## src/rtl/mem_params.svh

```systemverilog
`ifndef MEM_PARAMS_SVH
`define MEM_PARAMS_SVH

// logical word seen on the bus
`define WORD_W        32
`define N_LANES       4

// physical macro geometry
`define MACRO_W       64
`define MACRO_ROWS_W  8

// bank split of the word address
`define BANK_SEL_W    2
`define N_BANKS       4
`define ADDR_W        10

// apb byte address
`define PADDR_W       12

`endif

```

## src/rtl/mem_pkg.sv

```systemverilog
`include "mem_params.svh"

package mem_pkg;

  typedef enum logic {
    op_read  = 1'b0,
    op_write = 1'b1
  } mem_op_e;

  // one request per cycle at most, valid for a single clock
  typedef struct packed {
    logic                     valid;
    mem_op_e                  op;
    logic [`BANK_SEL_W-1:0]   bank;
    logic [`MACRO_ROWS_W-1:0] row;
    logic [`WORD_W-1:0]       wdata;
    logic [`N_LANES-1:0]      wmask;
  } mem_req_t;

  // read return, already truncated to the word width
  typedef struct packed {
    logic               valid;
    logic [`WORD_W-1:0] rdata;
  } mem_rsp_t;

endpackage

```

## src/rtl/apb_pkg.sv

```systemverilog
`include "mem_params.svh"

package apb_pkg;

  // master side of the bus
  typedef struct packed {
    logic                psel;
    logic                penable;
    logic                pwrite;
    logic [`PADDR_W-1:0] paddr;
    logic [`WORD_W-1:0]  pwdata;
    logic [`N_LANES-1:0] pstrb;
  } apb_req_t;

  // slave side, no pslverr since every address hits storage
  typedef struct packed {
    logic               pready;
    logic [`WORD_W-1:0] prdata;
  } apb_rsp_t;

  typedef enum logic [1:0] {
    st_idle    = 2'd0,
    st_access  = 2'd1,
    st_rd_wait = 2'd2
  } apb_state_e;

endpackage

```

## src/rtl/apb_mem_front.sv

```systemverilog
`timescale 1ns/10ps
`include "mem_params.svh"

module apb_mem_front (
  input  logic              clk,
  input  logic              rst_n,
  input  apb_pkg::apb_req_t apb_req,
  output apb_pkg::apb_rsp_t apb_rsp,
  output mem_pkg::mem_req_t mem_req,
  input  mem_pkg::mem_rsp_t mem_rsp
);

  import apb_pkg::*;
  import mem_pkg::*;

  apb_state_e         state;
  apb_state_e         state_nxt;
  logic               setup_phase;
  logic               access_phase;
  logic [`ADDR_W-1:0] word_addr;

  assign setup_phase  = apb_req.psel && !apb_req.penable;
  assign access_phase = apb_req.psel && apb_req.penable;

  // drop the byte offset, paddr is word aligned
  assign word_addr = apb_req.paddr[`PADDR_W-1 -: `ADDR_W];

  always_ff @(posedge clk) begin
    if (!rst_n) begin
      state <= st_idle;
    end else begin
      state <= state_nxt;
    end
  end

  always_comb begin
    state_nxt = state;
    case (state)
      st_idle: begin
        if (setup_phase) begin
          state_nxt = st_access;
        end
      end
      st_access: begin
        // writes finish here, reads take one wait state
        if (access_phase) begin
          state_nxt = apb_req.pwrite ? st_idle : st_rd_wait;
        end
      end
      st_rd_wait: begin
        if (mem_rsp.valid) begin
          state_nxt = st_idle;
        end
      end
      default: begin
        state_nxt = st_idle;
      end
    endcase
  end

  // request goes out in the first access cycle only
  always_comb begin
    mem_req.valid = (state == st_access) && access_phase;
    mem_req.op    = apb_req.pwrite ? op_write : op_read;
    mem_req.bank  = word_addr[`ADDR_W-1 -: `BANK_SEL_W];
    mem_req.row   = word_addr[`MACRO_ROWS_W-1:0];
    mem_req.wdata = apb_req.pwdata;
    mem_req.wmask = apb_req.pstrb;
  end

  always_comb begin
    case (state)
      st_access: begin
        apb_rsp.pready = access_phase && apb_req.pwrite;
      end
      st_rd_wait: begin
        apb_rsp.pready = mem_rsp.valid;
      end
      default: begin
        apb_rsp.pready = 1'b0;
      end
    endcase
    // only drive read data while a read is being answered
    apb_rsp.prdata = (state == st_rd_wait) ? mem_rsp.rdata : '0;
  end

endmodule

```

## config.mk

```make
export PLATFORM = sky130hd
export DESIGN_NAME = apb_mem_front
export DESIGN_NICKNAME = d
export VERILOG_FILES = /design/src/rtl/mem_pkg.sv /design/src/rtl/apb_pkg.sv /design/src/rtl/apb_mem_front.sv
export VERILOG_INCLUDE_DIRS = /design/src /design/src/rtl
export SDC_FILE = /design/constraint.sdc
export NUM_CORES = 1
export LEC_CHECK = 0
export BUFFER_PORTS_ARGS = -buffer_cell sky130_fd_sc_hd__buf_4
export CAP_MARGIN = 20
export CORE_ASPECT_RATIO = 1.25
export CORE_MARGIN = 8
export CORE_UTILIZATION = 26
export CTS_CLUSTER_SIZE = 14
export DETAILED_ROUTE_END_ITERATION = 10
export GPL_TIMING_DRIVEN = 0
export PLACE_DENSITY = 0.87
export REMOVE_ABC_BUFFERS = 1
export SYNTH_ARGS = -nofsm -noshare
export SYNTH_HDL_FRONTEND = slang
export SYNTH_SLANG_ARGS = --single-unit
```

## constraint.sdc

```tcl
create_clock -name clk -period 2.4 [get_ports clk]
set_input_delay 0.24 -clock clk [delete_from_list [all_inputs] [get_ports clk]]
set_output_delay 0.24 -clock clk [all_outputs]
set_load 0.02 [all_outputs]
```

==> reports/results.ini, run 1 <==
[min_path]
min_from = rst_n
hold_depth = 3
min_to = state[0]$_SDFFE_PN0P_
hold_class = in -> reg

[power_and_ir_drop]
p_sw_w = 0.000153
internal_power_w = 0.000233
vdd_drop_max_mv = 0.155
p_leak_nw = 0.567
power_frac_comb_pct = 67.2
swShare_pct = 39.7
power_frac_clock_pct = 18.9
seqPwrFrac_pct = 13.9
power_density_mw_per_mm2 = 379

[sta]
clock_skew_ps = 0.407
final_hold_viol_count = 0
final.setup.tns_ps = 0
max-slew-margin-rel_pct = 44.3
drv_slew = 0
fin_crit_sh_pct = 86.2
finalSetupViolCount = 0
worst_pin_slew_ps = 835
grt_setup_unrepaired = false
fmaxAchievable_mhz = 483
fin_crit_ps = 2070

[setup_path]
crit_type = reg -> out
crit_chain = inv_1 -> ha_1 -> nand2_1 -> a21boi_0 -> buf_4
startpoint_type = flop
end_kind = output pin
timing.rr.end = state[0]$_SDFFE_PN0P_
rr_worst_depth = 5
r2r_setup_slack_ps = 580
critical_path.max_fanout = 34
cp.required_ps = 2160
worstPathArrival_ps = 1830
cp_slowest_cell = ha_1
cpPeakStageDelay_ps = 700
r2r_start = state[0]$_SDFFE_PN0P_

[yosys]
avgSynthCellArea_um2 = 7.39
ys_ff_latch = 2
syn_inst = 105
synth_cell_types = 16
yosysSeqAreaShare_pct = 5.16
ys_warn_count = 0
syn-cell-area_um2 = 776

[die]
die_h_um = 77.1
coreArea_mm2 = 0.00289
start_util_pct = 26.8
die_w_um = 64.9
io_pins = 167
design.die.area_mm2 = 0.00500
row_count = 22

[clock_tree]
clock_latency_ps = 220
ctsResizeCount = 0
cts_tree = built
htreeDepth = 1
path_clk_slew_ps = 30
clockBufferDepth = 2
post_cts_buffers = 0
clock-sinks = 2
numCtsBuffers = 3
cts_hold_buf = 0
cts_root_buffer = clkbuf_4

[grt]
grt_pass1_vias = 761
grt_max_degree = 35
antenna_found_initial = 0
grt_pass1_wl_mm = 6.88
grt_overflow = 0
grt.total_usage_pct = 20.5

[routing]
dr.pass1.iters = 4
antenna_left = 0
wl_per_cell_um = 33.2
drt-total-wl_mm = 5.51
vias_per_cell = 4.25
vias = 706
first_iter_violations = 5
drc_errors = 0

[placed_design]
io_buffers = 72
dp.cells = 163
hpwl_mm = 5.29
placed_area_um2 = 997
place.gp.congestion = 0.804

[finish]
reg_top3 = state x2
regMostFlops = state
final_cells = 166
largest_register_ffs = 2
synthToLayoutAreaGrowth_pct = 31.5
diodes = 0
fin_area_mm2 = 0.00102
final_layout_size_suffix_gt1_share_pct = 60.0
finalNetCount = 222

[flow_run]
cap_violations = 0

[status]
status = finished, final reports clean

## logic make-up after synthesis
| family | after synthesis | synth area share [%] |
|---|---|---|
| AND/OR/NAND/NOR | 41 | 31.9 |
| buffers and inverters | 53 | 48.4 |
| adder cells (fa/ha/maj) | 4 | 6.45 |
| AO/OA/AOI/OAI | 3 | 5.49 |
| flip-flops | 2 | 5.16 |
| multiplexers | 2 | 2.58 |
## layout by cell type, fill, tap and decap left out, drive strengths merged, types with 2 or more instances in the layout
master,count
ha,4
buf,72
dfxtp,2
nand2,5
and2,32
clkbuf,3
mux2i,2
inv,3
## worst max-delay path, delay by kind of cell, from the launching register on
kind	cells	cell delay, ps
DFF	1	330
AOI/OAI and AO/OA	1	210
adders and majority gates	1	700
and+or+nand+nor	1	90
buffers and inverters	2	270
## power by group through the flow
stage	registers (W)	logic [W]	clock network, W
floorplan	0.0000509	0.000147	0
global placement	0.0000522	0.000255	0
detailed placement	0.0000540	0.000263	0
CTS	0.0000536	0.000263	0.0000768
global route	0.0000540	0.000283	0.0000813
finish	0.0000536	0.000260	0.0000730
## worst max-delay path by stage
stage                          start          end  cells after the start
2_1_floorplan  state[0]$_SDFFE_PN0P_  apb_rsp[32]                      4
3_3_place_gp   state[0]$_SDFFE_PN0P_  apb_rsp[32]                      5
3_5_place_dp   state[0]$_SDFFE_PN0P_  apb_rsp[32]                      5
4_1_cts        state[0]$_SDFFE_PN0P_  apb_rsp[32]                      5
5_1_grt        state[0]$_SDFFE_PN0P_  apb_rsp[32]                      5
6_report       state[0]$_SDFFE_PN0P_  apb_rsp[32]                      5
## final cells by class
cell class / instances / area, um^2
fill: 325 / 1870
timing repair buffer: 72 / 541
multi-input combinational: 50 / 360
tap: 36 / 45.0
sequential: 2 / 40.0
clock buffer: 3 / 22.5
inverter: 3 / 11.3
## layer usage
layer / vias up / GRT usage, % / share of wire [%]
met5: - / 0 / 0
met4: 0 / 3.28 / 0.22
met3: 2 / 32.3 / 33
met2: 118 / 34.9 / 48
met1: 261 / 9.89 / 18
li1: 325 / - / -
## synth_stat cells (all sizes together)
| library cell | n | area, um^2 |
|---|---|---|
| nand2 | 5 | 21.3 |
| a21boi | 1 | 7.51 |
| buf | 47 | 353 |
| dfxtp | 2 | 40.0 |
| and2 | 32 | 200 |
| a221oi | 1 | 26.3 |
| mux2i | 2 | 20.0 |
| inv | 3 | 11.3 |
| and3 | 1 | 7.51 |
| nand4 | 1 | 6.26 |
| ha | 4 | 50.1 |
| o2111ai | 1 | 8.76 |
| nor2b | 1 | 6.26 |
| clkbuf | 3 | 11.3 |
| nand2b | 1 | 6.26 |
## metrics by stage
step | util, % | power, W | setup slack, ps | hold slack [ps]
floorplan | - | 0.000198 | 707 | 386
global placement | 34.5 | 0.000307 | 599 | 473
detailed placement | 34.5 | 0.000317 | 512 | 480
CTS | 35.3 | 0.000394 | 274 | 318
global route | 35.3 | 0.000418 | 59.5 | 322
finish | 35.3 | 0.000386 | 331 | 324
(Power assumes the default switching activity.)
==> run 2: changes to the inputs <==
Settings changed: PLACE_DENSITY 0.87 to 0.95.
==> reports/results.ini, run 2 (synthesis gave the netlist of run 1 again) <==
[clock_tree]
clock_latency_ps = 220
clock-sinks = 2
clockBufferDepth = 2
cts_root_buffer = clkbuf_4
path_clk_slew_ps = 30
cts_tree = built
numCtsBuffers = 3
ctsResizeCount = 0
cts_hold_buf = 0
htreeDepth = 1
post_cts_buffers = 0

[finish]
largest_register_ffs = 2
regMostFlops = state
fin_area_mm2 = 0.00102
diodes = 0
finalNetCount = 222
final_layout_size_suffix_gt1_share_pct = 60.0
layout_common_cells = buf_4 (72), and2_1 (32), nand2_1 (4), ha_1 (4)
final_cells = 166
reg_top3 = state x2
layout_commonest_cell = buf_4
synthToLayoutAreaGrowth_pct = 31.5

[die]
io_pins = 167
die_h_um = 77.1
design.die.area_mm2 = 0.00500
coreArea_mm2 = 0.00289
row_count = 22
die_w_um = 64.9
start_util_pct = 26.8

[sta]
final.setup.tns_ps = 0
fin_crit_ps = 2010
finalSetupViolCount = 0
drv_slew = 0
grt_setup_unrepaired = false
worst_pin_slew_ps = 750
hold_ws_ps = 309
max-slew-margin-rel_pct = 50.0
final_hold_viol_count = 0
clock_skew_ps = 0.400
fmaxAchievable_mhz = 499
fin_crit_sh_pct = 83.6

[placed_design]
dp.cells = 163
placed_area_um2 = 997
place.gp.congestion = 0.944
io_buffers = 72

[status]
status = finished, final reports clean

[setup_path]
end_kind = output pin
startpoint_type = flop
worst-path-buf-inv = 2
cp.required_ps = 2160
cp_slowest_cell = ha_1
crit_chain = inv_1 -> ha_1 -> nand2_1 -> a21boi_0 -> buf_4
worstPathArrival_ps = 1770
path_delay_family = adder cells
critical_path.max_fanout = 34
cpPeakStageDelay_ps = 640
crit_type = reg -> out

[routing]
vias = 698
vias_per_cell = 4.20
drt-total-wl_mm = 5.43
drc_errors = 0
dr.pass1.iters = 4
antenna_left = 0
wl_per_cell_um = 32.7
first_iter_violations = 11

[grt]
grt_overflow = 0
grt_pass1_vias = 842
antenna_found_initial = 0
grt_max_degree = 35
grt_pass1_wl_mm = 6.93
grt.total_usage_pct = 20.4

[power_and_ir_drop]
p_sw_w = 0.000152
internal_power_w = 0.000233
power_frac_comb_pct = 67.3
power_frac_clock_pct = 19.0
swShare_pct = 39.4
vdd_drop_max_mv = 0.170
seqPwrFrac_pct = 13.7
power_density_mw_per_mm2 = 378
power.total_w = 0.000385
p_leak_nw = 0.567

[min_path]
hold_class = in -> reg

[flow_run]
cap_violations = 0

## run 2: power groups by stage
| stage | Combinational (W) | Clock [W] | Sequential (W) |
|---|---|---|---|
| 2_1_floorplan | 0.000147 | 0 | 0.0000509 |
| 3_3_place_gp | 0.000252 | 0 | 0.0000519 |
| 3_5_place_dp | 0.000263 | 0 | 0.0000536 |
| 4_1_cts | 0.000263 | 0.0000779 | 0.0000533 |
| 5_1_grt | 0.000281 | 0.0000825 | 0.0000550 |
| 6_report | 0.000259 | 0.0000730 | 0.0000528 |
## run 2: routing by layer
metal	up-vias	global-route usage (%)	wire length, um
met5	-	0	0
met4	0	1.97	0
met3	0	30.8	1760
met2	113	36.2	2650
met1	260	9.88	1010
li1	325	-	-
## run 2: worst register-to-register path: stages, from the launching register on
cell,delay [ps]
dfxtp_1,370
inv_1,80
ha_1,470
nor2b_1,280
a221oi_4,230
mux2i_1,230
## run 2: path summary, 6_finish.rpt
kind	cells after the start	to	start	slack, ps
setup reg to reg	5	state[0]$_SDFFE_PN0P_	state[0]$_SDFFE_PN0P_	650
hold reg to reg	2	state[1]$_SDFFE_PN0P_	state[1]$_SDFFE_PN0P_	480
setup / recovery	5	apb_rsp[32]	state[0]$_SDFFE_PN0P_	390
hold / removal	3	state[1]$_SDFFE_PN0P_	rst_n	310
## run 2: final cells by class
class,count,area (um^2)
tap,36,45.0
timing repair buffer,72,541
inverter,3,11.3
fill,313,1870
multi-input combinational,50,360
sequential,2,40.0
clock buffer,3,22.5
## run 2: through the flow
| step | setup slack, ps | utilization (%) |
|---|---|---|
| after floorplan | 707 | - |
| after global placement | 655 | 34.5 |
| after detailed placement | 595 | 34.5 |
| after CTS | 354 | 35.3 |
| after global routing | 78.7 | 35.3 |
| final | 395 | 35.3 |
